### config.mk
export PLATFORM = sky130hd
export DESIGN_NAME = byte_shifter
export DESIGN_NICKNAME = d
export VERILOG_FILES = /design/src/common/mem_bus_pkg.sv /design/src/verilog/byte_shifter.sv
export SDC_FILE = /design/constraint.sdc
export NUM_CORES = 1
export LEC_CHECK = 0
export ABC_AREA = 0
export BUFFER_PORTS_ARGS = -buffer_cell sky130_fd_sc_hd__buf_2
export CAP_MARGIN = 10
export CORE_ASPECT_RATIO = 1.2
export CORE_UTILIZATION = 35
export DETAILED_ROUTE_END_ITERATION = 10
export PLACE_DENSITY = 0.69
export SYNTH_ARGS = -nofsm -noshare
export SYNTH_HDL_FRONTEND = slang
export SYNTH_SLANG_ARGS = --single-unit
### constraint.sdc
create_clock -name vclk -period 2.9
set_input_delay 0.435 -clock vclk [all_inputs]
set_output_delay 0.435 -clock vclk [all_outputs]
set_load 0.02 [all_outputs]
### src/common/mem_bus_pkg.sv
/* Lines are 16 bytes and move as four 32-bit beats. Source and destination tags
   are one-hot, with bit 0 for the instruction cache, bit 1 for the data cache and bit 2 for DMA */
package mem_bus_pkg;

   // Line geometry
   localparam int beats     = 4;
   localparam int beat_bits = $clog2(beats);
   localparam int line_bits = 32 * beats;
   localparam int row_bytes = 2 * line_bits / 8;

   ////////////////////////////////////////////////////////////
   // Bus side

   // Driven by a requester
   typedef struct packed {
      logic        valid;
      logic        rw;      // 1 = write
      logic [15:0] addr;
      logic [2:0]  src;
      logic [31:0] data;
   } bus_req_t;

   // Driven by the controller while it owns the bus
   typedef struct packed {
      logic        drive;
      logic [2:0]  dest;
      logic [31:0] data;
   } bus_rsp_t;

   ////////////////////////////////////////////////////////////
   // Memory side

   // One request as held in the write latch or the memory stage
   typedef struct packed {
      logic                 rw;
      logic [15:0]          addr;
      logic [2:0]           src;
      logic [line_bits-1:0] line;
   } mem_entry_t;

   // A bank row, read by half and written by byte
   typedef union packed {
      logic [1:0][line_bits-1:0] half;
      logic [row_bytes-1:0][7:0] bytes;
   } mem_row_u;

endpackage

### src/verilog/byte_shifter.sv
`timescale 1ns/1ns
/* Bytes below the offset are zero filled and left disabled */
module byte_shifter import mem_bus_pkg::*;
(
   input  logic [line_bits-1:0]   line_in,
   input  logic [3:0]             offset,
   output logic [line_bits-1:0]   line_out,
   output logic [line_bits/8-1:0] byte_en
);

   logic [line_bits-1:0] fine_shift;

   // Bytes within a word first, then whole words
   always_comb
   begin
      fine_shift = line_in << {offset[1:0], 3'b000};
      line_out   = fine_shift << {offset[3:2], 5'b00000};
   end

   always_comb
   begin
      for (int b = 0; b < line_bits/8; b++)
         byte_en[b] = (b >= int'(offset));
   end

endmodule

==> impl_results.md <==
* Sequential Area at 0 µm²
* Post-DR wirelength/cell at roughly 22 µm
* DRT Pass-1 Iters at 5
* Largest net degree at the start of global routing at 55
* Max-Slew Margin vs Limit at about 57%
* Post-DP Area at between 0.006 and 0.007 mm²
* CP Capture Type: output port
* Post-Synthesis Cells at 675
* Vias in the first global route at roughly 6,400
* Synth Area in XOR/XNOR at 0%
* I/O Pins at about 280
* CP delay by family, top: buffers and inverters
* Setup TNS at 0 ps
* Pin slew with the least headroom to its limit at between 600 and 700 ps
* Compound-Gate Fraction of Synth Area at around a quarter
* Critical Path Fanout Max at 54
* Crit path kind: in2out
* Syn Std Cell Area at ~0.0053 mm²
* CP max stage delay at between 400 and 500 ps
* FMAX at between 300 and 400 MHz
* Seq/Total Area, Yosys at 0%
* Die ar. at 0.01565 mm²
* Status: complete, no violations
* Total GRT Usage at around 30%
* Post-CTS Hold Fix Bufs at 0
* Adder-cell share of the synthesized area at 0%
* Core Box Area at roughly 0.015 mm²
* Mapped Nets at approximately 810
* First-pass GRT wire length at around 36,000 µm
* Largest family of logic cells by synthesized area: multiplexers
* # resized after CTS at 0
* Port Buffer Count at ~280
* Yosys warnings at 0
* Initial Util at 36.34%
* Fin crit share at between 90% and 100%
* Hold violation count in the final report at 0
* Pwr dens at approximately 210 mW/mm²
* Post-route design area at around 0.0070 mm²
* Post-CTS setup buffer count at 0
* Die X at 114.4 µm
* DRT iter0 DRCs at 637
* Unrepaired setup endpoints after global routing: no
* DRC Markers at 0
* Peak supply drop at 0.0001034 V
* DPL Wire Length at approximately 19,000 µm
* Area share of and/or/nand/nor cells after synthesis at between 10% and 20%
* Crit path time final at 2736 ps
* Synthesized area per cell at 7.858 µm²
* Vert. Die Dim at ~140 µm
* Max-cap violations at 0
* FFs & Latches at 0
* Count of different cell masters after synthesis at between 40 and 50
* Commonest non-fill, non-tap cell in the layout: buf_2
* Slowest cell on crit path: buf_6
* Slew Limit Fails at 0
* Mux cell area share after synthesis at 50.25%
* Startpoint Class: input pin
* Row cnt at between 40 and 50
* Clock buffer count at 0
* DP Worst Slack at ~190 ps
* Most frequent cells in the layout: 273 x buf_2, 111 x mux2i_1, 88 x nor2_1, 55 x o21ai_0, 55 x buf_4
* Multi-input gate area at 0.004826 mm²
* GRT overflow at 0
* Layout Nets at ~1,100
* Routed WL at ~25,000 µm
* Post-route ant nets at 0
* Share of layout cells above drive strength 1 at 46.24%
* FILL cells at 1,515
* Req. time, crit path at ~2500 ps
* Worst Path Buf+Inv at 3
* N_diodes at 0
* Via density at a little over 6
* Worst Path Arrival at between 2000 and 2500 ps
* HP Class: in2out
* Final Setup Violations at 0
* DR vias at between 6,000 and 7,000
* Placer Congestion at about 0.95
* Initial antenna violation count at 0
* Area Overhead vs Synth at 31.82%
* Final WS setup at ~160 ps
* Leak at approximately 3.4 nW
* CP Cell Sequence: buf_6, buf_4, mux2_2, mux2i_1, o22a_1, nor2_1, buf_2
==> worst paths after layout <==
path,from,endpoint,depth (start not counted)
hold / removal,line_in[6],line_out[6],3
setup / recovery,offset[1],line_out[32],7
==> synth_stat cells (all sizes together) (8+ instances only) <==
cell | count | area, µm²
mux2i | 111 | 1111
nor2 | 90 | 340.3
o21ai | 55 | 275.3
buf | 52 | 352.8
mux4 | 48 | 1081
nand2 | 48 | 180.2
mux2 | 42 | 473.0
a21oi | 27 | 135.1
clkbuf | 25 | 93.84
and2 | 22 | 137.6
a22oi | 19 | 142.6
o22ai | 18 | 112.6
a31oi | 15 | 93.84
o22a | 15 | 131.4
o221ai | 10 | 87.58
inv | 8 | 30.03
nand2b | 8 | 50.05
==> tightest hold or removal path: cells and delay by family <==
family / cells / cell delay (ps)
buf+inv: 2 / 290
simple gates: 1 / 120
==> cells by family after synthesis <==
family / after synthesis
other cells: 1
mux: 201
buf+inv: 86
simple gates: 186
compound gates: 201
==> through the flow <==
stage               instances  hold slack [ps]  power [mW]  utilization [%]
floorplan                 675             1053      0.9595                -
global placement         1132             1280       1.477            47.91
detailed placement       1132             1278       1.481            47.91
CTS                      1132             1280       1.486            47.91
global route             1132             1300       1.590            47.91
finish                   1132             1281       1.501            47.91
==> layout make-up <==
type,count,share of cell area [%]
Timing Repair Buffer,334,26.91
Multi-Input combinational cell,589,69.02
Inverter,9,0.4832
Tap cell,200,3.579
==> routing by layer <==
metal	up-vias	track usage, %	part of all wire (%)
li1	3130	-	-
met1	3345	36.76	39
met4	0	10.03	3.3
met2	450	53.60	49
met5	-	0	0
met3	57	2.879	8.1
==> report_power, final <==
| part | internal [mW] | leakage [nW] | switching (mW) |
|---|---|---|---|
| logic | 0.613 | 3.43 | 0.888 |
| clock network | 0 | 0 | 0 |
| registers | 0 | 0 | 0 |
| total | 0.613 | 3.43 | 0.888 |
Note: power is estimated with default switching activity, not from simulation.
