File: config.mk
export PLATFORM = sky130hd
export DESIGN_NAME = mem_timer
export DESIGN_NICKNAME = d
export VERILOG_FILES = /design/src/verilog/mem_timer.sv
export SDC_FILE = /design/constraint.sdc
export NUM_CORES = 1
export LEC_CHECK = 0
export BUFFER_PORTS_ARGS = -buffer_cell sky130_fd_sc_hd__buf_2
export CORE_AREA = 3 3 40 42
export DETAILED_ROUTE_END_ITERATION = 12
export DIE_AREA = 0 0 43 45
export PLACE_DENSITY_LB_ADDON = 0.1
export SETUP_SLACK_MARGIN = 0.5
export SKIP_LAST_GASP = 1
export SYNTH_ARGS = -nofsm -noshare
export SYNTH_HDL_FRONTEND = slang
export SYNTH_SLANG_ARGS = --single-unit
File: constraint.sdc
create_clock -name bus_clk -period 1.2 [get_ports bus_clk]
set_clock_uncertainty 0.1 [all_clocks]
set_input_delay 0.06 -clock bus_clk [delete_from_list [all_inputs] [get_ports bus_clk]]
set_output_delay 0.06 -clock bus_clk [all_outputs]
set_load 0.005 [all_outputs]
File: src/verilog/mem_timer.sv
`timescale 1ns/1ns
/* mem_lat must be at least 1. The count restarts when the stage empties or a
   write commits */
module mem_timer #(parameter int mem_lat = 3)
(
   input  logic bus_clk,
   input  logic arst_n,
   input  logic stage_valid,
   input  logic stage_rw,
   output logic mem_en,
   output logic mem_wr,
   output logic mem_done
);

   // One more bit set each cycle of the access
   logic [mem_lat:0] therm;
   logic             restart;

   assign mem_done = stage_valid & therm[mem_lat-1] & ~therm[mem_lat];
   assign mem_en   = stage_valid & ~therm[mem_lat];
   assign mem_wr   = mem_done & stage_rw;
   assign restart  = ~stage_valid | mem_wr;

   always_ff @(posedge bus_clk or negedge arst_n)
   begin
      if (!arst_n)
         therm <= '0;
      else if (restart)
         therm <= '0;
      else
         therm <= {therm[mem_lat-1:0], 1'b1};
   end

endmodule

==> parameters.txt <==
Parameter                              Value

Critical path
  Element type at the critical path end ... register
  Logic depth of the worst register-to-register path ... 4
  Startpoint type of the worst setup path ... register
  Longest individual stage delay on the worst path ... 390 ps
  RR Startpoint ... therm[3]
  Cell with the largest stage delay on the worst path ... sky130_fd_sc_hd__dfrtp_1
  Top Family by Delay on Critical Path ... flip-flops
  Worst setup path start ... therm[3]
  Type of the worst setup path ... reg2reg
  Cells along the critical path ... nand3b_4 -> buf_4 -> buf_6 -> and3_1
  CP Max Fanout ... 3
  Required arrival time at the worst endpoint ... 1210 ps
  Worst Path Buf+Inv ... 2
  Data arrival time at the worst-slack endpoint ... 1150 ps
  Depth of the critical timing path with buffers and inverters included ... 4

Pwr
  Internal power ... 272.3 uW
  Seq pwr share ... 42.6%
  Clock share of power ... 47.6%
  Pwr dens ... 1154 nW/um2
  Switching Share ... 19.72%
  Net switching component of the power ... 66.89 uW
  Static leakage ... 0.0001704 uW
  Peak supply drop ... 0.0006349 V
  Fraction of power consumed by combinational cells ... 9.8%

Hold path
  Worst hold start ... stage_rw
  Worst min path class ... in2reg
  Number of stages on the worst hold path ... 2

STA
  Slew HR ... 90.24%
  Post-route fraction of the period consumed by the critical path ... 95.13%
  Final setup TNS ... 0 ps
  Final critical path time including I/O delays and setup ... 1142 ps
  Final number of setup-violating endpoints ... 0
  Total count of max-transition violations in the final report ... 0
  Fmax achieved ... 876.0 MHz
  Worst-margin pin slew ... 146.4 ps
  RSZ-0062 raised after global routing ... true
  Final Hold Slack ... -51.88 ps
  Count of final hold-check violations ... 1

Routing
  Routed wirelength normalized by instance count ... 8.500 um
  Wire length reported by the detailed router ... 374 um
  Violation count after the first detailed-route iteration ... 1
  First-pass detailed-route iteration total ... 2
  Via-to-Cell Ratio ... 3.545
  Vias ... 156
  Detail Route Antenna Nets ... 0
  DR DRC count ... 0

Floorplan
  Std cell rows ... 13
  Number of I/O pins ... 7
  Initial standard-cell utilization of the core ... 13.15%
  Die boundary width ... 43 um
  Die H ... 45 um
  Die ar. ... 1935 um2
  Std-Cell Core Area ... 1285 um2

Finish
  Total area of sequential cells ... 100.1 um2
  Layout area overhead ... 74.07%
  Ratio of cells with drive above 1 in the final layout ... 55.17%
  Max FFs per register ... 4
  Core utilization of the finished layout ... 22.88%
  Antenna diode count ... 0
  Layout Nets ... 35
  Filler cell count ... 147
  Largest regs ... therm: 4 flops
  Post-layout instance area ... 294.0 um2
  Multi-input gate area in the final layout ... 67.56 um2
  Most flop-heavy register ... therm

Clocking
  Number of H-tree levels ... 1
  Root Driver ... sky130_fd_sc_hd__clkbuf_4
  Maximum clock insertion buffer count ... 2
  TritonCTS clock tree ... built
  Hold buffer count at CTS ... 1
  Register clock-pin slew on the reported worst setup and hold paths ... 40 ps
  Clock buffer count from CTS ... 3
  Clock insertion delay at the later pin of the skew report ... 230 ps
  Sink count of the clock tree ... 4

Synth
  Synthesis-stage register bit count ... 4
  Most numerous cell types in the synthesized netlist ... sky130_fd_sc_hd__dfrtp_1 (4), sky130_fd_sc_hd__and3_1 (3), sky130_fd_sc_hd__inv_1 (2), sky130_fd_sc_hd__nor2_1 (2)
  Share of flip-flops with an asynchronous set or reset ... 100.0%
  Synthesized instance count ... 15
  Netlist area before placement ... 168.9 um2
  Post-synthesis sequential area ratio ... 59.26%
  Post-synth EDFFs ... 0
  Synth top area share ... 59.26%
  Top FF cell, synth ... sky130_fd_sc_hd__dfrtp_1
  Mapped Nets ... 19
  Cell accounting for the most synthesized area ... sky130_fd_sc_hd__dfrtp_1
  Dominant cell by count in the synthesized netlist ... sky130_fd_sc_hd__dfrtp_1
  Yosys warnings ... 0
  Mean Syn Cell Area ... 11.26 um2
  Synth cell types ... 8
  Leading cell types by total area after synthesis ... sky130_fd_sc_hd__dfrtp_1 (59%), sky130_fd_sc_hd__nand3b_4 (12%), sky130_fd_sc_hd__and3_1 (11%), sky130_fd_sc_hd__inv_1 (4.4%), sky130_fd_sc_hd__nor2_1 (4.4%)

Global routing
  Largest net degree at the start of global routing ... 7
  Total overflow reported by the global router ... 0
  First-pass GRT wire length ... 669 um
  Vias in the first global route ... 160
  Number of antenna violations at the first check in global routing ... 0
  Overall fraction of global-route tracks in use ... 5.523%

Job
  Number of maximum-capacitance constraint violations ... 0

Status
  Run status ... complete, but fails checks
  Failing checks ... hold timing

Placed design
  Input/output buffers ... 6
  Post-detail-place hpwl ... 259.8 um
  Final weighted congestion in routability-driven placement ... 0.6242
  DP Area ... 217.7 um2
## layout by cell type, fill, tap and decap left out, drive strengths merged
master	n
and3	3
nand2	1
a21oi	1
nand3b	1
nor2	2
inv	2
clkbuf	3
dfrtp	4
buf	10
and2	1
dlygate4sd3	1
## cell type report
| type | instances | area share [%] |
|---|---|---|
| flip-flops and latches | 4 | 34.04 |
| well taps | 15 | 6.383 |
| repair buffers | 11 | 26.38 |
| inverters | 2 | 2.553 |
| clock buffers | 3 | 7.660 |
| multi-input cells | 9 | 22.98 |
## cells by family after synthesis
| group | Yosys count | synth area share [%] |
|---|---|---|
| buffers and inverters | 2 | 4.446 |
| DFF | 4 | 59.26 |
| and+or+nand+nor | 8 | 33.34 |
| AOI/OAI and AO/OA | 1 | 2.960 |
## power by group through the flow
stage	Sequential [uW]	Clock (uW)	Combinational, uW
6_report	144	161	33.4
5_1_grt	145	197	37.8
4_1_cts	144	174	29.2
3_5_place_dp	146	0	23.8
3_3_place_gp	146	0	24.7
2_1_floorplan	145	0	9.51
## per-stage QoR
| step | instances | total power, uW | worst slack (ps) |
|---|---|---|---|
| 2_1_floorplan | 15 | 154.8 | 327.4 |
| 3_3_place_gp | 36 | 170.9 | 265.9 |
| 3_5_place_dp | 36 | 169.7 | 292.4 |
| 4_1_cts | 42 | 347.7 | 28.94 |
| 5_1_grt | 44 | 379.7 | 0.2409 |
| 6_report | 44 | 339.2 | 58.41 |
## metal layers
metal  GRT usage (%)  vias up  part of all wire [%]
li1                -       78                     -
met1           5.134       70                    43
met2           6.287        8                    43
met3           7.171        0                    13
met4           3.614        0                     0
met5               0        -                     0
## worst paths after layout
check / end / slack, ps
setup / recovery: therm[1] / 60
hold / removal: therm[3] / -50
setup reg to reg: therm[1] / 60
hold reg to reg: therm[2] / 370
max in group asynchronous: therm[0] / 820
min in group asynchronous: therm[3] / 60
## what timing repair did
action                                 in CTS  in global routing
pin swaps                                   1                  2
cloned                                      0                  0
buffers inserted                            2                  2
resized for setup                           1                  3
endpoints found under the hold margin       5                  1
setup endpoints to repair                   7                  7
Power figures use the tool's default switching activity.
