<file path="config.mk">
export PLATFORM = sky130hd
export DESIGN_NAME = line_buffer
export DESIGN_NICKNAME = d
export VERILOG_FILES = /design/src/common/mem_bus_pkg.sv /design/src/verilog/line_buffer.sv
export SDC_FILE = /design/constraint.sdc
export NUM_CORES = 1
export LEC_CHECK = 0
export BUFFER_PORTS_ARGS = -buffer_cell sky130_fd_sc_hd__buf_2
export CORE_MARGIN = 1
export CORE_UTILIZATION = 35
export CTS_CLUSTER_SIZE = 24
export DETAILED_ROUTE_END_ITERATION = 6
export HOLD_SLACK_MARGIN = 0.1
export PLACE_DENSITY = 0.58
export SYNTH_ARGS = -nofsm -noshare
export SYNTH_HDL_FRONTEND = slang
export SYNTH_SLANG_ARGS = --single-unit
</file>
<file path="constraint.sdc">
create_clock -name bus_clk -period 3.01 [get_ports bus_clk]
set_clock_uncertainty 0.2 [all_clocks]
set_input_delay 0.602 -clock bus_clk [delete_from_list [all_inputs] [get_ports bus_clk]]
set_output_delay 0.602 -clock bus_clk [all_outputs]
set_load 0.01 [all_outputs]
</file>
<file path="src/common/mem_bus_pkg.sv">
/* Lines are 16 bytes and move as four 32-bit beats. Source and destination tags
   are one-hot, with bit 0 for the instruction cache, bit 1 for the data cache and bit 2 for DMA */
package mem_bus_pkg;

   // Line geometry
   localparam int beats     = 4;
   localparam int beat_bits = $clog2(beats);
   localparam int line_bits = 32 * beats;
   localparam int row_bytes = 2 * line_bits / 8;

   ////////////////////////////////////////////////////////////
   // Bus side

   // Driven by a requester
   typedef struct packed {
      logic        valid;
      logic        rw;      // 1 = write
      logic [15:0] addr;
      logic [2:0]  src;
      logic [31:0] data;
   } bus_req_t;

   // Driven by the controller while it owns the bus
   typedef struct packed {
      logic        drive;
      logic [2:0]  dest;
      logic [31:0] data;
   } bus_rsp_t;

   ////////////////////////////////////////////////////////////
   // Memory side

   // One request as held in the write latch or the memory stage
   typedef struct packed {
      logic                 rw;
      logic [15:0]          addr;
      logic [2:0]           src;
      logic [line_bits-1:0] line;
   } mem_entry_t;

   // A bank row, read by half and written by byte
   typedef union packed {
      logic [1:0][line_bits-1:0] half;
      logic [row_bytes-1:0][7:0] bytes;
   } mem_row_u;

endpackage

</file>
<file path="src/verilog/line_buffer.sv">
`timescale 1ns/1ns
/* line_out already holds the beat being taken, so the last beat can be latched
   in its own cycle. bus_out is quiet when resp_drive is low */
module line_buffer import mem_bus_pkg::*;
(
   input  logic                 bus_clk,
   input  logic                 arst_n,
   input  bus_req_t             bus_in,
   input  logic                 beat_en,
   input  logic [beat_bits-1:0] beat_idx,
   input  logic                 rd_load,
   input  logic [line_bits-1:0] rd_half,
   input  logic                 resp_drive,
   output logic [line_bits-1:0] line_out,
   output bus_rsp_t             bus_out,
   input  logic [2:0]           dest
);

   logic [beats-1:0][31:0] wr_words;
   logic [beats-1:0][31:0] rd_words;

   // Write side collects beat i into word i
   always_ff @(posedge bus_clk)
   begin
      if (beat_en)
         wr_words[beat_idx] <= bus_in.data;
   end

   always_comb
   begin
      line_out = wr_words;
      if (beat_en)
         line_out[32*beat_idx +: 32] = bus_in.data;
   end

   // Read side holds the half picked by the bank
   always_ff @(posedge bus_clk or negedge arst_n)
   begin
      if (!arst_n)
         rd_words <= '0;
      else if (rd_load)
         rd_words <= rd_half;
   end

   always_comb
   begin
      bus_out.drive = resp_drive;
      bus_out.dest  = resp_drive ? dest : 3'b000;
      bus_out.data  = resp_drive ? rd_words[beat_idx] : 32'h0;
   end

endmodule

</file>
==> impl_results.md <==
- Setup Crit Path Kind: in -> out
- Initial antenna violation count: 0
- Antenna Cells: 0
- Fmax: 345 MHz
- Die ar.: 0.0334 sq mm
- Detailed Place HPWL: 21.0 mm
- Hold crit path type: in -> reg
- Share of flip-flops with an asynchronous set or reset: 0.500
- Clk buf depth: 3
- Worst vdd ir: 0.439 mV
- Vias per cell: 5.19
- Startpoint Class: input port
- Routed Antenna Nets: 0
- Synth Cell Area: 0.0114 sq mm
- DRT Pass-1 Iters: 5
- Clk sink count: 256
- Primary FF master, synth: edfxtp_1
- Syn Nets: 936
- Max Cap Viol: 0
- Fraction of layout cells with a size suffix above 1: 0.474
- I/O Buffers: 333
- Starting Density: 0.359
- Synth top area cells: edfxtp_1, dfrtp_1, mux2_2
- Total GRT Usage: 0.197
- Clk_lat worst skew: 0.53 ns
- GR Overflow Total: 0
- Clk root buf: clkbuf_16
- Yosys top cell by area: edfxtp_1
- Die Span Y: 183 um
- Most frequent cells after synthesis: dfrtp_1, edfxtp_1, mux2_2
- # Post-CTS Setup Buffers: 0
- 1st-iter DRT viols: 506
- DIE WIDTH: 183 um
- DR vias: 8575
- Post-route DRC violation count: 0
- DRT Wirelength: 33.0 mm
- H-tree levels: 1
- Final min period: 2.90 ns
- Nets: 1390
- Global-route wire length before repair: 51.8 mm
- Slew HR: 0.555
- Synth unique cells: 28
- # IOs: 355
- Period utilization: 0.964
- Largest net degree at the start of global routing: 65
- Post-synth top area share: 0.336
- Fin worst setup slack: 0.108 ns
- Critical path arrival: 2.10 ns
- Worst-path clk slew: 0.06 ns
- Outcome: finished clean
- Worst R2R Setup Slack: 2.02 ns
- Area delta synth->final: 39.7%
- Place WS: 0.0173 ns
- Fin. Hold Viols: 0
- #FFs+latches synth: 256
- Final hold slack: 0.123 ns
- Seq/Total Area, Yosys: 0.616
- Final setup vio count: 0
- Static Leak: 6.79 nW
- CTS tree: done
- Synth warnings: 0
- Area of the core: 0.0319 sq mm
- WP data required: 2.21 ns
- FP Rows: 65
- Cells after synthesis: 740
- Dpl cell area: 0.0138 sq mm
- Vias in the first global route: 9024
- RSZ-0062 raised after global routing: no
- CP Capture Type: primary output
- Post-Synthesis Mean Instance Area: 15.5 sq um
- GPL Wtd Cong: 0.758
- Crit path max fanout: 42
- Power Density: 557 mW/mm^2
- Per-cell routed wire length: 20.0 um
- CTS buffer count: 29
- Design area: 0.0160 sq mm
- Final Max Tran Viols: 0
- Post-synth EDFFs: 128
- Worst-Margin Slew: 0.667 ns
- Core Util, Final: 0.502
[what timing repair did]
item / CTS / global route
resized for setup: 0 / 1
endpoints found under the hold margin: 172 / 1
hold buffers: 127 / 1
endpoints found under the setup margin: 0 / 42
[cells by family after synthesis]
kind of cell,share of synthesized area
AND/OR/NAND/NOR,0.0109
buffers and inverters,0.0387
adder cells (fa/ha/maj),0.00547
AO/OA/AOI/OAI,0.147
multiplexers,0.182
flip-flops,0.616
[metal layers]
metal,up-vias,GRT usage,wire length (um)
met5,-,0,0
met4,0,0.0587,902
met3,52,0.0463,2670
met2,373,0.333,15700
met1,4271,0.250,13700
li1,3879,-,-
[power breakdown]
group | internal (mW) | switching (mW) | total, mW
Sequential | 3.95 | 0.110 | 4.06
Clock | 2.17 | 1.36 | 3.53
Combinational | 0.675 | 0.648 | 1.32
[layout by cell type (no fill, tap or decap), drive strengths merged]
cell           n
ha             5
nor4bb         1
bufinv         5
a31o          32
nand2          4
clkbuf        34
a21boi        32
edfxtp       128
inv            5
dfrtp        128
clkinv        14
mux2         128
and3b          1
nor2b          2
a32o          95
nor3b          2
buf          368
and4b          2
a22o           1
and2           4
o22ai         32
nand2b         1
dlygate4sd3  128
mux2i         64
[path summary, 6_finish.rpt]
check | start | endpoint | cells past startpoint
max | beat_idx[1] | line_out[64] | 7
min | rd_half[75] | rd_words[75] | 2
max reg2reg | rd_words[1] | rd_words[1] | 1
min reg2reg | rd_words[84] | rd_words[84] | 1
max in group asynchronous | arst_n | rd_words[5] | 3
min in group asynchronous | arst_n | rd_words[46] | 2
[critical path, cell delays in order]
cell and delay [ns]:
buf_4 0.12, inv_1 0.07, ha_2 0.48, nor2b_4 0.21, buf_12 0.21, a32o_1 0.21, buf_2 0.14
[metrics by stage]
step | TNS, ns | power, mW | std cells
after detailed placement | 0 | 5.32 | 1470
after global placement | -0.00649 | 5.29 | 1470
after global routing | 0 | 9.29 | 1651
after CTS | 0 | 9.03 | 1650
final | 0 | 8.91 | 1651
after floorplan | 0 | 4.76 | 740
[state kept, by name, summed over array words and instances, names as in the netlist]
register / cells
rd_words: 128
wr_words: 128
[area by class of cell]
type | instances | area (sq um)
well taps | 435 | 544
repair buffers | 496 | 3440
inverters | 5 | 18.8
clock buffers | 34 | 744
flip-flops and latches | 256 | 7050
multi-input cells | 406 | 3990
fillers | 2834 | 15900
clock inverters | 19 | 206
No activity file was read; power rests on OpenSTA's default activity.
