<file path="src/common/mem_bus_pkg.sv">
/* Lines are 16 bytes and move as four 32-bit beats. Source and destination tags
   are one-hot, with bit 0 for the instruction cache, bit 1 for the data cache and bit 2 for DMA */
package mem_bus_pkg;

   // Line geometry
   localparam int beats     = 4;
   localparam int beat_bits = $clog2(beats);
   localparam int line_bits = 32 * beats;
   localparam int row_bytes = 2 * line_bits / 8;

   ////////////////////////////////////////////////////////////
   // Bus side

   // Driven by a requester
   typedef struct packed {
      logic        valid;
      logic        rw;      // 1 = write
      logic [15:0] addr;
      logic [2:0]  src;
      logic [31:0] data;
   } bus_req_t;

   // Driven by the controller while it owns the bus
   typedef struct packed {
      logic        drive;
      logic [2:0]  dest;
      logic [31:0] data;
   } bus_rsp_t;

   ////////////////////////////////////////////////////////////
   // Memory side

   // One request as held in the write latch or the memory stage
   typedef struct packed {
      logic                 rw;
      logic [15:0]          addr;
      logic [2:0]           src;
      logic [line_bits-1:0] line;
   } mem_entry_t;

   // A bank row, read by half and written by byte
   typedef union packed {
      logic [1:0][line_bits-1:0] half;
      logic [row_bytes-1:0][7:0] bytes;
   } mem_row_u;

endpackage

</file>
<file path="src/verilog/req_latches.sv">
`timescale 1ns/1ns
/* A write holds the latch from its header until its last beat. A read in the
   stage stays there until the bus return ends */
module req_latches import mem_bus_pkg::*;
(
   input  logic                 bus_clk,
   input  logic                 arst_n,
   input  bus_req_t             bus_in,
   input  logic                 load_wr,
   input  logic [line_bits-1:0] line_in,
   input  logic                 mem_done,
   input  logic                 resp_done,
   output logic                 wr_full,
   output mem_entry_t           stage,
   output logic                 stage_valid,
   output logic                 stage_read_ready
);

   mem_entry_t wr_entry;
   logic       wr_valid;
   logic       wr_hdr;      // header taken, beats still coming
   logic       wr_commit;
   logic       stage_clear;
   logic       move;

   assign wr_commit   = stage_valid & stage.rw & mem_done;
   assign stage_clear = wr_commit | resp_done;
   assign move        = wr_valid & (~stage_valid | stage_clear);
   assign wr_full     = wr_valid | wr_hdr;

   ////////////////////////////////////////////////////////////
   // Write latch

   always_ff @(posedge bus_clk)
   begin
      if (load_wr && !wr_hdr)
      begin
         wr_entry.rw   <= bus_in.rw;
         wr_entry.addr <= bus_in.addr;
         wr_entry.src  <= bus_in.src;
      end
      if (load_wr && wr_hdr)
         wr_entry.line <= line_in;
   end

   always_ff @(posedge bus_clk or negedge arst_n)
   begin
      if (!arst_n)
      begin
         wr_hdr   <= 1'b0;
         wr_valid <= 1'b0;
      end
      else
      begin
         if (load_wr)
            wr_hdr <= ~wr_hdr & bus_in.rw;
         // A read is complete at its header
         if (load_wr && (wr_hdr || !bus_in.rw))
            wr_valid <= 1'b1;
         else if (move)
            wr_valid <= 1'b0;
      end
   end

   ////////////////////////////////////////////////////////////
   // Memory stage

   always_ff @(posedge bus_clk)
   begin
      if (move)
         stage <= wr_entry;
   end

   always_ff @(posedge bus_clk or negedge arst_n)
   begin
      if (!arst_n)
      begin
         stage_valid      <= 1'b0;
         stage_read_ready <= 1'b0;
      end
      else
      begin
         if (move)
            stage_valid <= 1'b1;
         else if (stage_clear)
            stage_valid <= 1'b0;
         if (stage_clear)
            stage_read_ready <= 1'b0;
         else if (stage_valid && !stage.rw && mem_done)
            stage_read_ready <= 1'b1;
      end
   end

endmodule

</file>
<file path="config.mk">
export PLATFORM = sky130hd
export DESIGN_NAME = req_latches
export DESIGN_NICKNAME = d
export VERILOG_FILES = /design/src/common/mem_bus_pkg.sv /design/src/verilog/req_latches.sv
export SDC_FILE = /design/constraint.sdc
export NUM_CORES = 1
export LEC_CHECK = 0
export ABC_AREA = 1
export BUFFER_PORTS_ARGS = -buffer_cell sky130_fd_sc_hd__buf_4
export CELL_PAD_IN_SITES_DETAIL_PLACEMENT = 0
export CELL_PAD_IN_SITES_GLOBAL_PLACEMENT = 2
export CORE_ASPECT_RATIO = 0.6
export CORE_UTILIZATION = 35
export CTS_CLUSTER_DIAMETER = 50
export DETAILED_ROUTE_END_ITERATION = 7
export PLACE_DENSITY_LB_ADDON = 0.1
export REMOVE_ABC_BUFFERS = 1
export SLEW_MARGIN = 20
export SYNTH_ARGS = -nofsm -noshare
export SYNTH_HDL_FRONTEND = slang
export SYNTH_SLANG_ARGS = --single-unit
</file>
<file path="constraint.sdc">
create_clock -name bus_clk -period 4.72 [get_ports bus_clk]
set_clock_uncertainty 0.05 [all_clocks]
set_input_delay 0.236 -clock bus_clk [delete_from_list [all_inputs] [get_ports bus_clk]]
set_output_delay 0.236 -clock bus_clk [all_outputs]
set_load 0.05 [all_outputs]
</file>
==> impl_metrics.toml <==
[detailed_routing]
drt-total-wl_mm = 19.1
viasPerCell = 4.08
wl_per_cell_um = 16.1
dr_wl_met3_mm = 1.93
wl_met2_mm = 8.70
drt_first_pass_iters = 4
top_layer_used = "met4"
drcViolationCount = 0
antenna_left = 0
vias = 4831
drtIter0Drc = 255
wl_met1_mm = 8.17

[worst_setup_path]
endpoint_kind = "register"
path_max_fanout = 93
worst-setup-path-type = "register to register"
worstPathRequired_ns = 4.85
r2r_cells = 5
crit_end = "stage[15]"
setup.worst_path.start = "stage_valid"
r2r_slack_ns = 2.33
arrival_ns = 2.52
r2r_start = "stage_valid"
startpoint_type = "register"
reg2reg_to = "stage[15]"

[die]
core-area_sq_mm = 0.0254
initial_core_util = 0.358
chipWidth_um = 210
ios = 337
die-area_sq_mm = 0.0266
rows = 45
die_h_um = 127

[finish]
antenna_cells = 0
final_common_cell = "buf_4"
final_cell_mix = "buf_4 (306), edfxtp_1 (296), dlygate4sd3_1 (154), clkbuf_16 (29), nand2_1 (9)"
drive_gt1_frac = 0.419
nets = 999
syn_to_final_growth_pct = 56.7

[clock_tree]
cts_root_buf = "clkbuf_16"
cts_resized = 0
cts_tree = "done"
path_clk_slew_ns = 0.07
numCtsBuffers = 29
cts_hold_buf = 154
cts_buffer_depth = 3
cts_sinks = 300
clock_latency_ns = 0.53
h-tree-depth = 1
postCtsSetupRepairBufs = 0

[timing]
rsz0062_at_grt = "no"
fin_ws_ns = 2.33
min_period_ns = 2.39
tns_ns = 0
fin_crit_sh = 0.506
worst_pin_slew_ns = 1.04
hold_violations = 0
setup_viol = 0
maxSlewHeadroom = 0.309
slew_violations = 0
fmax_mhz = 419

[status]
status = "completed"

[logic_synthesis]
synth_seq_cells = 300
syn_inst = 322
ys_seq_area_frac = 0.989
yosys_warnings = 0
syn-mean-instance-area_sq_um = 28.2
netlist_area_sq_mm = 0.00909
yosysUniqueCellTypes = 9

[placement]
dp_slack_ns = 2.28
gp_congestion = 0.742
portBuffers = 303
hpwl_mm = 12.3

[global_route]
antenna_found_initial = 0
grt_max_degree = 94
grt_pass1_vias = 5039
grt.total_usage = 0.142
gr-total-overflow = 0
grt_pass1_wl_mm = 28.7

[min_path]
hold_path.class = "primary input to register"

[power_and_ir_drop]
vdd_drop_max_v = 0.000241
leakagePower_nw = 5.44
power_density_mw_per_mm2 = 441

[run]
cap_violations = 0
## through the flow
step | utilization | cell area (sq um) | total power [mW] | hold WS [ns] | std cells
final | 0.561 | 14200 | 6.28 | 0.362 | 1184
after detailed placement | 0.466 | 11800 | 4.12 | -0.0127 | 980
after floorplan | - | 9090 | 3.79 | -0.110 | 322
after global placement | 0.466 | 11800 | 4.10 | -0.0133 | 980
after CTS | 0.561 | 14200 | 6.36 | 0.336 | 1184
after global routing | 0.561 | 14200 | 6.51 | 0.342 | 1184
## cells by family (layout without fill, tap and decap cells)
kind of cell | Yosys count | after routing | share of synthesized area
buffers and inverters | 6 | 516 | 0.00248
DFF | 300 | 300 | 0.989
AOI/OAI and AO/OA | 1 | 1 | 0.000826
and+or+nand+nor | 15 | 15 | 0.00771
## area by class of cell
type | count | area (sq um)
Tap cell | 352 | 440
Clock inverter | 15 | 111
Inverter | 6 | 32.5
Timing Repair Buffer | 460 | 3840
Multi-Input combinational cell | 16 | 80.1
Fill cell | 2014 | 11200
Sequential cell | 300 | 8990
Clock buffer | 35 | 748
## state kept, by name (all words and copies together) (netlist names)
signal / count
wr_hdr: 1
wr_entry: 148
stage: 148
stage_read_ready: 1
wr_valid: 1
stage_valid: 1
## critical path: stages (launching register included)
cell,delay [ns]
dfrtp_1,0.45
nand3_2,0.12
nand3_1,0.10
nand2_1,0.11
inv_6,0.64
buf_4,0.53
## worst min path at each step
stage	slack [ns]	cells after the start	start	end
3_5_place_dp	-0.01	1	arst_n	wr_hdr
4_1_cts	0.34	2	line_in[68]	wr_entry[68]
6_report	0.36	2	line_in[68]	wr_entry[68]
2_1_floorplan	-0.11	0	arst_n	stage_read_ready
5_1_grt	0.34	2	line_in[28]	wr_entry[28]
3_3_place_gp	-0.01	1	arst_n	wr_hdr
## report_power, final
group | switching [mW] | internal (mW)
Clock | 0.939 | 1.18
Sequential | 0.0534 | 3.18
Combinational | 0.617 | 0.310
Total | 1.61 | 4.67
## synth_stat cells, drive strengths merged
cell type  instances  area [sq um]
inv                6          22.5
nand4              2          12.5
nand2              9          33.8
nor2               1          3.75
nand3              3          20.0
edfxtp           296          8890
o21a               1          7.51
dfrtp              4           100
## metal layers
| layer | track usage | up-vias |
|---|---|---|
| met2 | 0.218 | 183 |
| met5 | 0 | - |
| li1 | - | 2276 |
| met4 | 0.0313 | 0 |
| met1 | 0.187 | 2345 |
| met3 | 0.0641 | 27 |
Power figures use the tool's default switching activity.
