===== src/common/mem_bus_pkg.sv =====
/* Lines are 16 bytes and move as four 32-bit beats. Source and destination tags
   are one-hot, with bit 0 for the instruction cache, bit 1 for the data cache and bit 2 for DMA */
package mem_bus_pkg;

   // Line geometry
   localparam int beats     = 4;
   localparam int beat_bits = $clog2(beats);
   localparam int line_bits = 32 * beats;
   localparam int row_bytes = 2 * line_bits / 8;

   ////////////////////////////////////////////////////////////
   // Bus side

   // Driven by a requester
   typedef struct packed {
      logic        valid;
      logic        rw;      // 1 = write
      logic [15:0] addr;
      logic [2:0]  src;
      logic [31:0] data;
   } bus_req_t;

   // Driven by the controller while it owns the bus
   typedef struct packed {
      logic        drive;
      logic [2:0]  dest;
      logic [31:0] data;
   } bus_rsp_t;

   ////////////////////////////////////////////////////////////
   // Memory side

   // One request as held in the write latch or the memory stage
   typedef struct packed {
      logic                 rw;
      logic [15:0]          addr;
      logic [2:0]           src;
      logic [line_bits-1:0] line;
   } mem_entry_t;

   // A bank row, read by half and written by byte
   typedef union packed {
      logic [1:0][line_bits-1:0] half;
      logic [row_bytes-1:0][7:0] bytes;
   } mem_row_u;

endpackage


===== src/bus_ctrl/bus_ctrl.sv =====
`timescale 1ns/1ns
/* Write beats must come with valid high. A gap in valid stalls the slave phase.
   A finished read waiting for the bus wins over a new address cycle */
module bus_ctrl import mem_bus_pkg::*;
(
   input  logic                 bus_clk,
   input  logic                 arst_n,
   input  bus_req_t             bus_in,
   input  logic                 bg,
   input  logic                 wr_full,
   input  logic                 stage_read_ready,
   output logic                 ack,
   output logic                 br,
   output logic                 load_wr,
   output logic                 beat_en,
   output logic [beat_bits-1:0] beat_idx,
   output logic                 resp_drive,
   output logic                 resp_done
);

   // One-hot state bits
   localparam int s_idle = 0;
   localparam int s_slv  = 1;
   localparam int s_ack  = 2;
   localparam int s_br   = 3;
   localparam int s_mstr = 4;

   logic [4:0]           state;
   logic [4:0]           next_state;
   logic [beat_bits-1:0] beat_cnt;
   logic                 last_beat;
   logic                 accept;
   logic                 req_is_wr;

   ////////////////////////////////////////////////////////////
   // Decode

   assign last_beat = (beat_cnt == '0);
   assign accept    = state[s_idle] & ~stage_read_ready & bus_in.valid & ~wr_full;
   assign beat_en   = state[s_slv] & bus_in.valid;

   // Header on accept, line on the last write beat
   assign load_wr = accept | (beat_en & last_beat);

   assign ack        = state[s_ack];
   assign br         = state[s_br];
   assign resp_drive = state[s_mstr];
   assign resp_done  = state[s_mstr] & last_beat;

   // Counter runs down while the word index runs up
   assign beat_idx = ~beat_cnt;

   ////////////////////////////////////////////////////////////
   // Next state

   always_comb
   begin
      next_state = '0;
      unique case (1'b1)
         state[s_idle]:
         begin
            if (stage_read_ready)
               next_state[s_br] = 1'b1;
            else if (accept)
               next_state[s_ack] = 1'b1;
            else
               next_state[s_idle] = 1'b1;
         end
         state[s_ack]:
         begin
            if (req_is_wr)
               next_state[s_slv] = 1'b1;
            else
               next_state[s_idle] = 1'b1;
         end
         state[s_slv]:
         begin
            if (beat_en && last_beat)
               next_state[s_idle] = 1'b1;
            else
               next_state[s_slv] = 1'b1;
         end
         state[s_br]:
         begin
            if (bg)
               next_state[s_mstr] = 1'b1;
            else
               next_state[s_br] = 1'b1;
         end
         state[s_mstr]:
         begin
            if (last_beat)
               next_state[s_idle] = 1'b1;
            else
               next_state[s_mstr] = 1'b1;
         end
         default:
            next_state[s_idle] = 1'b1;
      endcase
   end

   always_ff @(posedge bus_clk or negedge arst_n)
   begin
      if (!arst_n)
      begin
         state     <= 5'b00001;
         beat_cnt  <= '1;
         req_is_wr <= 1'b0;
      end
      else
      begin
         state <= next_state;
         // Reload before each burst
         if (state[s_ack] || state[s_br])
            beat_cnt <= beat_bits'(beats - 1);
         else if (beat_en || state[s_mstr])
            beat_cnt <= beat_cnt - 1'b1;
         if (accept)
            req_is_wr <= bus_in.rw;
      end
   end

endmodule


===== config.mk =====
export PLATFORM = sky130hd
export DESIGN_NAME = bus_ctrl
export DESIGN_NICKNAME = d
export VERILOG_FILES = /design/src/common/mem_bus_pkg.sv /design/src/bus_ctrl/bus_ctrl.sv
export SDC_FILE = /design/constraint.sdc
export NUM_CORES = 1
export LEC_CHECK = 0
export ABC_AREA = 1
export BUFFER_PORTS_ARGS = -buffer_cell sky130_fd_sc_hd__buf_2
export CAP_MARGIN = 20
export CORE_UTILIZATION = 23
export CTS_CLUSTER_SIZE = 14
export DETAILED_ROUTE_END_ITERATION = 8
export PLACE_DENSITY = 0.7
export SYNTH_ARGS = -nofsm -noshare
export SYNTH_HDL_FRONTEND = slang
export SYNTH_SLANG_ARGS = --single-unit

===== constraint.sdc =====
create_clock -name bus_clk -period 2.2 [get_ports bus_clk]
set_input_delay 0.11 -clock bus_clk [delete_from_list [all_inputs] [get_ports bus_clk]]
set_output_delay 0.11 -clock bus_clk [all_outputs]
set_load 0.05 [all_outputs]

==> out/metrics.csv, run 1 <==
stage,metric,value,unit
run_status,outcome,"finished, final reports clean",
clocking,"Gates resized, CTS repair",0,
route,final WL,888,um
critical_path,crit end category,output pin,
logic_synthesis,post-synth top area cell,dfrtp_1,
sta,Sum Neg Setup Slack,0,ns
sta,Setup Skew,0.00583,ns
clocking,clk sink count,8,
logic_synthesis,syn_area_per_cell,7.80,um^2
final_layout,design area,567,um^2
logic_synthesis,Cells after Synth,55,
pwr,worst vdd ir,542,uV
clocking,Worst-path clk slew,0.06,ns
clocking,postcts setup bufs,0,
logic_synthesis,top post-synthesis cells by count,"nand2_1 (19), inv_1 (10), dfrtp_1 (5)",
sta,Worst Tran Pin Value,0.248,ns
critical_path,Reg2Reg Depth,6,
critical_path,CP Capture Point,load_wr,
run,max_cap viols,0,
global_route,first-pass GRT wire length,1440,um
clocking,H-tree depth,1,
clocking,clk root buf,clkbuf_4,
place,placed cell areas,531,um^2
sta,fin crit period,1.62,ns
final_layout,ANT cells,0,
sta,Max-Slew Margin vs Limit,83.6,%
place,pre-CTS setup slack,0.856,ns
global_route,number of global-route vias before repair,328,
logic_synthesis,"Async S/R FF share, synth",100,%
logic_synthesis,synth unique cells,12,
critical_path,Crit. Startpoint,beat_cnt[0],
final_layout,Layout area overhead,32.1,%
route,Antenna Nets Post-Route,0,
floorplan,Cell Rows,15,
critical_path,worst r2r src,beat_cnt[0],
sta,final setup violation count,0,
floorplan,Die Ht,45.2,um
route,drt first pass iters,3,
pwr,P per Cell Area,1580,nW/um^2
sta,worst setup margin,0.578,ns
route,Routed WL per cell,8.97,um
global_route,pin count of the biggest net entering global routing,9,
route,DR DRC count,0,
pwr,leakage power,0.332,nW
floorplan,total die area,2040,um^2
logic_synthesis,ys flop type,dfrtp_1,
critical_path,Critical Path Fanout Max,3,
logic_synthesis,area of the mapped netlist,429,um^2
final_layout,Nets,134,
hold_path,Hold Crit Class,input port to flop,
clocking,Post-CTS Hold Buffers,1,
logic_synthesis,most numerous cell in the Yosys netlist,nand2_1,
route,vias,395,
sta,max-slew violations,0,
global_route,GRT Util Overall,10.9,%
logic_synthesis,share of the synthesized area in the top cell type,29.2,%
clocking,CTS tree,done,
critical_path,CP startpoint kind,flop,
sta,RSZ-0062 raised after global routing,false,
sta,fmax,0.617,GHz
floorplan,Starting Density,24.6,%
clocking,clock network latency to the later pin of the worst-skew pair,0.26,ns
route,DR iter-0 viols,8,
clocking,Longest Clk Path Bufs,2,
floorplan,I/O pins,66,
critical_path,"Arr. time, crit path",1.51,ns
floorplan,Std-Cell Core Area,1750,um^2
sta,Hold Fails Final Rpt,0,
critical_path,kind of critical path,flop to output pin,
critical_path,R2R Setup Slk,1.02,ns
final_layout,Final Util,32.5,%
place,port bufs,14,
final_layout,layout cell share with drive strength beyond 1,35.1,%
sta,Tcrit/Tclk final,73.7,%
clocking,TritonCTS Buffers,3,
logic_synthesis,synth top area cells,"dfrtp_1 (29%), dfstp_2 (18%), nand2_1 (17%), inv_1 (8.7%), nor2_4 (7.9%)",
place,gpl congestion,0.751,
critical_path,CP required,2.09,ns
global_route,initial antenna violation count,0,
logic_synthesis,YS warnings,0,
logic_synthesis,Post-synth EDFFs,0,
global_route,total congestion overflow,0,
logic_synthesis,"Seq/Total Area, Yosys",47.5,%
critical_path,r2r endpoint,state[0],
floorplan,die width,45.2,um
logic_synthesis,Syn Nets,114,
logic_synthesis,register bit total from synthesis,8,
route,vias per inst,3.99,
-- stage by stage --
stage          hold WS [ns]  total power, mW  std cells
2_1_floorplan        -0.186            0.665         55
5_1_grt              0.0822            0.975         99
3_3_place_gp        -0.0437            0.761         94
3_5_place_dp        -0.0382            0.773         94
4_1_cts              0.0392            0.911         99
6_report             0.0524            0.895         99
-- layer usage --
layer	GRT usage, %	part of all wire (%)	routed length [um]
met1	13.8	50	442
met2	13.9	41	364
met3	4.80	6.1	54
met4	9.09	3.0	27
met5	0	0	0
-- power by group --
group | internal, mW | switching (mW)
Sequential | 0.234 | 0.0564
Combinational | 0.127 | 0.351
Clock | 0.0698 | 0.0569
Total | 0.430 | 0.465
-- final cells by class --
| cell class | count | area (um^2) |
|---|---|---|
| Sequential cell | 8 | 204 |
| Tap cell | 25 | 31.3 |
| Inverter | 12 | 45.0 |
| Multi-Input combinational cell | 35 | 180 |
| Fill cell | 197 | 1180 |
| Timing Repair Buffer | 15 | 80.1 |
| Clock buffer | 4 | 26.3 |
-- flip-flops by register name, indices dropped and copies added (netlist names) --
register and count:
req_is_wr 1, beat_cnt 2, state 5
-- cells in the final DEF (no fill, tap or decap) --
cell | netlist | final
dfrtp_1 | 5 | 5
clkbuf_1 | 0 | 1
inv_2 | 2 | 2
dlygate4sd3_1 | 0 | 1
buf_2 | 0 | 14
ha_1 | 1 | 1
nor2_1 | 2 | 2
nand3_1 | 4 | 4
nand4_1 | 3 | 3
nand2_2 | 1 | 1
dfstp_2 | 3 | 3
inv_1 | 10 | 10
o21ai_0 | 2 | 2
nor2_4 | 3 | 3
nand2_1 | 19 | 19
clkbuf_4 | 0 | 3
-- worst max-delay path, stage by stage (launching register included) --
cell and delay, ns:
dfstp_2 0.53, inv_1 0.05, ha_1 0.22, inv_1 0.10, nor2_4 0.05, inv_2 0.05, nand2_1 0.05, buf_2 0.20
-- worst min-delay path by stage --
| stage | start | end | slack (ns) | depth (start not counted) |
|---|---|---|---|---|
| final | bg | state[3] | 0.05 | 2 |
| after global routing | bg | state[3] | 0.08 | 2 |
| after CTS | bg | state[3] | 0.04 | 2 |
| after detailed placement | arst_n | state[3] | -0.04 | 1 |
| after global placement | arst_n | state[3] | -0.04 | 1 |
| after floorplan | arst_n | req_is_wr | -0.19 | 0 |
-- logic make-up (layout without fill, tap and decap cells) --
family                   count (synthesis)  after routing  share of synthesized area (%)
AO/OA/AOI/OAI                            2              2                           2.33
adder cells (fa/ha/maj)                  1              1                           2.91
buffers and inverters                   12             31                           10.5
flip-flops                               8              8                           47.5
AND/OR/NAND/NOR                         32             32                           36.7
Power figures use the tool's default switching activity.
==> run 2: changes to the inputs <==
- clock period: 2.2 -> 1.6 ns (I/O delays scaled with it)
==> run 2 against run 1 <==
- setup slack worse by 0.49 ns
- hold slack got worse by 0.030 ns
- routed wire length unchanged
- combinational power is 40% higher
- critical path depth stayed put
- register-to-register slack got worse by 0.57 ns
- non-clock buffer count is the same
- global-route usage did not move
- clock-buffer cell count is the same
- sequential cell count unchanged
- sequential share of layout area is 0.31 points lower
- critical path type unchanged
==> out/metrics.csv, run 2 (synthesis results as in run 1) <==
stage,metric,value,unit,change
route,Antenna Nets Post-Route,0,,unchanged
floorplan,total die area,2040,um^2,unchanged
floorplan,Starting Density,24.6,%,unchanged
global_route,GRT Util Overall,10.9,%,unchanged
global_route,met3 global-route usage,4.80,%,unchanged
final_layout,Final Util,32.8,%,+0.29 points
final_layout,"commonest cells after routing, fill and taps aside","nand2_1 (19), buf_2 (13), inv_1 (9)",,
final_layout,layout cell share with drive strength beyond 1,37.8,%,+2.7 points
critical_path,most used cell along the critical path,inv_2,,
clocking,CTS tree,done,,
critical_path,crit end category,output pin,,
pwr,leakage power,0.330,nW,-0.58%
route,final WL,888,um,unchanged
clocking,Longest Clk Path Bufs,2,,unchanged
global_route,met1 usage,13.8,%,unchanged
pwr,worst vdd ir,746,uV,+38%
sta,Sum Neg Setup Slack,0,ns,unchanged
floorplan,I/O pins,66,,unchanged
global_route,initial antenna violation count,0,,unchanged
critical_path,CP startpoint kind,flop,,
floorplan,Std-Cell Core Area,1750,um^2,unchanged
critical_path,Critical Path Fanout Max,3,,unchanged
global_route,grt peak-use layer,met2,,
global_route,number of global-route vias before repair,328,,unchanged
global_route,total congestion overflow,0,,unchanged
clocking,postcts setup bufs,0,,unchanged
route,DR DRC count,0,,unchanged
route,vias per inst,3.96,,-0.76%
hold_path,Hold Crit Class,input port to flop,,
sta,final setup violation count,0,,unchanged
critical_path,kind of critical path,flop to output pin,,
floorplan,Die Ht,45.2,um,unchanged
clocking,clk root buf,clkbuf_4,,
sta,Max-Slew Margin vs Limit,83.6,%,unchanged
floorplan,Cell Rows,15,,unchanged
critical_path,Worst path top cell family by delay,flip-flops,,
place,port bufs,14,,unchanged
sta,max-slew violations,0,,unchanged
place,pre-CTS setup slack,0.286,ns,-0.570 ns
clocking,Worst-path clk slew,0.06,ns,about the same
pwr,P per Cell Area,2170,nW/um^2,+37%
final_layout,"commonest non-fill, non-tap cell in the layout",nand2_1,,
critical_path,"Arr. time, crit path",1.43,ns,-0.08 ns
run_status,outcome,"finished, final reports clean",,
final_layout,top flop regs,"state x5, beat_cnt x2, req_is_wr x1",,
route,DR iter-0 viols,8,,unchanged
clocking,H-tree depth,1,,unchanged
final_layout,Layout area overhead,33.2,%,
final_layout,Nets,134,,unchanged
clocking,clock network latency to the later pin of the worst-skew pair,0.26,ns,about the same
critical_path,CP Cell Sequence,inv_1 > ha_2 > inv_2 > nor2_4 > inv_2 > nand2_1 > buf_4,,
floorplan,die width,45.2,um,unchanged
final_layout,ANT cells,0,,unchanged
sta,fmax,0.661,GHz,
sta,Hold Fails Final Rpt,0,,unchanged
critical_path,worst path bufs/invs,4,,unchanged
global_route,pin count of the biggest net entering global routing,9,,unchanged
sta,fin crit period,1.51,ns,
sta,worst setup margin,0.0873,ns,-0.491 ns
critical_path,CP required,1.52,ns,-0.57 ns
run,max_cap viols,0,,unchanged
route,Routed WL per cell,8.97,um,unchanged
global_route,first-pass GRT wire length,1440,um,unchanged
final_layout,max reg flops,5,,unchanged
sta,Worst Tran Pin Value,0.248,ns,unchanged
clocking,TritonCTS Buffers,3,,unchanged
global_route,met2 Use GR,13.9,%,unchanged
final_layout,Top reg by flops,state,,
sta,RSZ-0062 raised after global routing,false,,
critical_path,critical path's slowest cell,dfstp_2,,
clocking,clk sink count,8,,unchanged
route,drt first pass iters,3,,unchanged
place,gpl congestion,0.751,,unchanged
sta,Setup Skew,0.00571,ns,-0.000118 ns
critical_path,crit-path max cell delay,0.53,ns,about the same
sta,Tcrit/Tclk final,94.5,%,
route,vias,392,,-0.76%
run 2: changes by cell type in the layout (fill, tap and decap cells not counted):
cell / before / now
buf_4: 0 / 1
ha_2: 0 / 1
inv_1: 10 / 9
inv_2: 2 / 3
ha_1: 1 / 0
buf_2: 14 / 13
run 2: cell type report:
class | count | area, um^2
fill | 194 | 1170
sequential | 8 | 204
multi-input combinational | 35 | 183
timing repair buffer | 15 | 82.6
inverter | 12 | 45.0
tap | 25 | 31.3
clock buffer | 4 | 26.3
run 2: what timing repair did:
item	in CTS	in global routing
cloned	0	0
endpoints found under the setup margin	1	1
hold buffers	1	0
resized for setup	1	2
endpoints found under the hold margin	8	0
run 2: final timing paths:
path / start / to / slack (ns) / depth (start not counted)
worst min register to register: beat_cnt[1] / beat_cnt[1] / 0.50 / 2
max in group asynchronous: arst_n / beat_cnt[0] / 1.17 / 2
min in group asynchronous: arst_n / state[3] / 0.18 / 2
worst max register to register: beat_cnt[0] / state[0] / 0.45 / 6
worst max-delay path: beat_cnt[0] / load_wr / 0.09 / 7
worst min-delay path: bg / state[3] / 0.02 / 2
run 2: worst register-to-register path, delay by kind of cell, from the launching register on:
family                   cells  cell delay (ns)
adder cells (fa/ha/maj)      1             0.19
buffers and inverters        1             0.05
flip-flops                   1             0.53
AND/OR/NAND/NOR              4             0.30
run 2: report_power, final:
group          internal, mW  total, mW  leakage [nW]  switching [mW]
clock                0.0960      0.174        0.0150          0.0782
combinational         0.182      0.668         0.221           0.486
sequential            0.321      0.399        0.0945          0.0776
run 2: layer usage:
| metal | up-vias | part of all wire (%) |
|---|---|---|
| met2 | 15 | 41 |
| met5 | - | 0 |
| met4 | 0 | 3.0 |
| li1 | 207 | - |
| met1 | 167 | 50 |
| met3 | 3 | 6.1 |
run 2: through the flow:
step                      power, mW  instances  hold slack [ns]  area [um^2]
after floorplan               0.915         55           -0.216          429
after global placement         1.05         94          -0.0737          531
after detailed placement       1.06         94          -0.0682          531
after CTS                      1.26         99          0.00924          569
after global routing           1.35         99           0.0522          572
final                          1.24         99           0.0225          572
==> run 3: changes to the inputs <==
- PLACE_DENSITY: 0.7 -> 0.63
==> run 3 against run 2 <==
- sequential power hardly changed
- sequential share of layout area stayed put
- maximum frequency is 0.37% higher
- via count is 4.6% lower
- register-to-register slack hardly changed
- clock power is 6% lower
- critical path depth stayed put
- non-clock buffer count stayed put
- routed wire length is 9.0% lower
- largest power group unchanged
- combinational power is 0.9% lower
- first-iteration DRC count stayed put
==> out/metrics.csv, run 3 (synthesis results as in run 1) <==
stage,metric,value,unit,change
floorplan,Std-Cell Core Area,1750,um^2,unchanged
hold_path,Hold Crit Class,input port to flop,,
sta,Tcrit/Tclk final,94.2,%,-0.35 points
critical_path,worst path bufs/invs,4,,unchanged
critical_path,"Arr. time, crit path",1.43,ns,about the same
route,vias,374,,-4.6%
route,DR DRC count,0,,unchanged
critical_path,Worst path top cell family by delay,flip-flops,,
critical_path,CP startpoint kind,flop,,
floorplan,Cell Rows,15,,unchanged
final_layout,ANT cells,0,,unchanged
critical_path,kind of critical path,flop to output pin,,
critical_path,CP required,1.52,ns,about the same
critical_path,most used cell along the critical path,inv_2,,
floorplan,total die area,2040,um^2,unchanged
sta,Setup Skew,0.00334,ns,-0.00236 ns
route,Routed WL per cell,8.16,um,-9.0%
floorplan,Die Ht,45.2,um,unchanged
final_layout,layout cell share with drive strength beyond 1,37.8,%,unchanged
pwr,Logic pwr share,54.1,%,+0.3 points
clocking,postcts setup bufs,0,,unchanged
pwr,leakage power,0.330,nW,unchanged
final_layout,Nets,134,,unchanged
clocking,Worst-path clk slew,0.05,ns,about the same
final_layout,max reg flops,5,,unchanged
final_layout,"commonest cells after routing, fill and taps aside","nand2_1 (19), buf_2 (13), inv_1 (9)",,
critical_path,CP Cell Sequence,inv_1 > ha_2 > inv_2 > nor2_4 > inv_2 > nand2_1 > buf_4,,
sta,fmax,0.664,GHz,+0.37%
pwr,Pint,0.599,mW,about the same
global_route,number of global-route vias before repair,310,,-5.5%
global_route,initial antenna violation count,0,,unchanged
final_layout,"commonest non-fill, non-tap cell in the layout",nand2_1,,
global_route,GRT Util Overall,9.77,%,-1.2 points
clocking,CTS tree,done,,
clocking,clk sink count,8,,unchanged
route,drt first pass iters,4,,+1
clocking,H-tree depth,1,,unchanged
pwr,Clk pwr share,13.3,%,-0.7 points
global_route,pin count of the biggest net entering global routing,9,,unchanged
clocking,Longest Clk Path Bufs,2,,unchanged
sta,Max-Slew Margin vs Limit,83.3,%,-0.22 points
clocking,clock network latency to the later pin of the worst-skew pair,0.25,ns,about the same
route,final WL,808,um,-9.0%
critical_path,critical path's slowest cell,dfstp_2,,
sta,Hold Fails Final Rpt,0,,unchanged
clocking,TritonCTS Buffers,3,,unchanged
global_route,total congestion overflow,0,,unchanged
final_layout,top flop regs,"state x5, beat_cnt x2, req_is_wr x1",,
sta,RSZ-0062 raised after global routing,false,,
sta,Sum Neg Setup Slack,0,ns,unchanged
run,max_cap viols,0,,unchanged
place,port bufs,14,,unchanged
sta,Worst Tran Pin Value,0.252,ns,+0.00326 ns
sta,fin crit period,1.51,ns,-0.00557 ns
route,vias per inst,3.78,,-4.6%
pwr,P per Cell Area,2140,nW/um^2,-1.4%
pwr,Sw Share,51.0,%,-0.72 points
final_layout,Top reg by flops,state,,
route,DR iter-0 viols,8,,unchanged
pwr,switching power of the nets,0.624,mW,-2.8%
floorplan,die width,45.2,um,unchanged
pwr,Reg power frac,32.6,%,+0.5 points
floorplan,Starting Density,24.6,%,unchanged
critical_path,Critical Path Fanout Max,3,,unchanged
global_route,first-pass GRT wire length,1340,um,-7.2%
critical_path,crit end category,output pin,,
sta,max-slew violations,0,,unchanged
place,gpl congestion,0.686,,-8.7%
sta,Hold Slack,0.0466,ns,+0.0241 ns
floorplan,I/O pins,66,,unchanged
critical_path,crit-path max cell delay,0.54,ns,about the same
sta,final setup violation count,0,,unchanged
clocking,clk root buf,clkbuf_4,,
final_layout,Layout area overhead,33.2,%,unchanged
place,Detailed Place HPWL,675,um,
pwr,worst vdd ir,673,uV,-9.8%
run_status,outcome,"finished, final reports clean",,
route,Antenna Nets Post-Route,0,,unchanged
run 3: cell counts in the layout (fill, tap and decap cells not counted):
Identical to the previous run, type by type.
run 3: area by class of cell:
class / instances / area, um^2
clock buffer: 4 / 26.3
fill: 189 / 1170
inverter: 12 / 45.0
multi-input combinational: 35 / 183
sequential: 8 / 204
tap: 25 / 31.3
timing repair buffer: 15 / 82.6
run 3: routing by layer:
layer / wire length (um) / track usage (%) / vias to the layer above
met5: 0 / 0 / -
met2: 331 / 12.5 / 14
met3: 62 / 5.20 / 0
met1: 414 / 12.9 / 156
met4: 0 / 5.45 / 0
li1: - / - / 204
run 3: through the flow:
step                setup slack, ns  utilization [%]  instance area, um^2  total power [mW]  std cells
finish                       0.0929             32.8                  572              1.22         99
global route                 0.0129             32.8                  572              1.34         99
CTS                          0.0117             32.6                  569              1.24         99
detailed placement            0.282             30.4                  531              1.06         94
global placement              0.281             30.4                  531              1.05         94
floorplan                    0.0405                -                  429             0.915         55
run 3: final timing paths:
path	from	to	slack (ns)	cells after the start
worst max-delay path	beat_cnt[0]	load_wr	0.09	7
worst min-delay path	bg	state[3]	0.05	2
worst max register to register	beat_cnt[0]	state[0]	0.44	6
worst min register to register	beat_cnt[1]	beat_cnt[1]	0.50	2
max in group asynchronous	arst_n	beat_cnt[0]	1.16	2
min in group asynchronous	arst_n	req_is_wr	0.20	2
run 3: power groups by stage:
stage | Combinational [mW] | Clock, mW | Sequential, mW
6_report | 0.662 | 0.163 | 0.399
5_1_grt | 0.739 | 0.188 | 0.415
4_1_cts | 0.663 | 0.173 | 0.401
3_5_place_dp | 0.656 | 0 | 0.403
3_3_place_gp | 0.649 | 0 | 0.399
2_1_floorplan | 0.441 | 0 | 0.474
run 3: timing repair:
action / in CTS / in global routing
setup endpoints to repair: 1 / 1
hold endpoints to repair: 8 / 0
hold buffers: 1 / 0
resized for setup: 1 / 2
run 3: worst register-to-register path, cell delays in order, from the launching register on:
cell and delay, ns:
dfstp_2 0.54, inv_1 0.05, ha_2 0.20, nand2_1 0.10, nand2_1 0.06, nor2_1 0.07
nand3_1 0.07
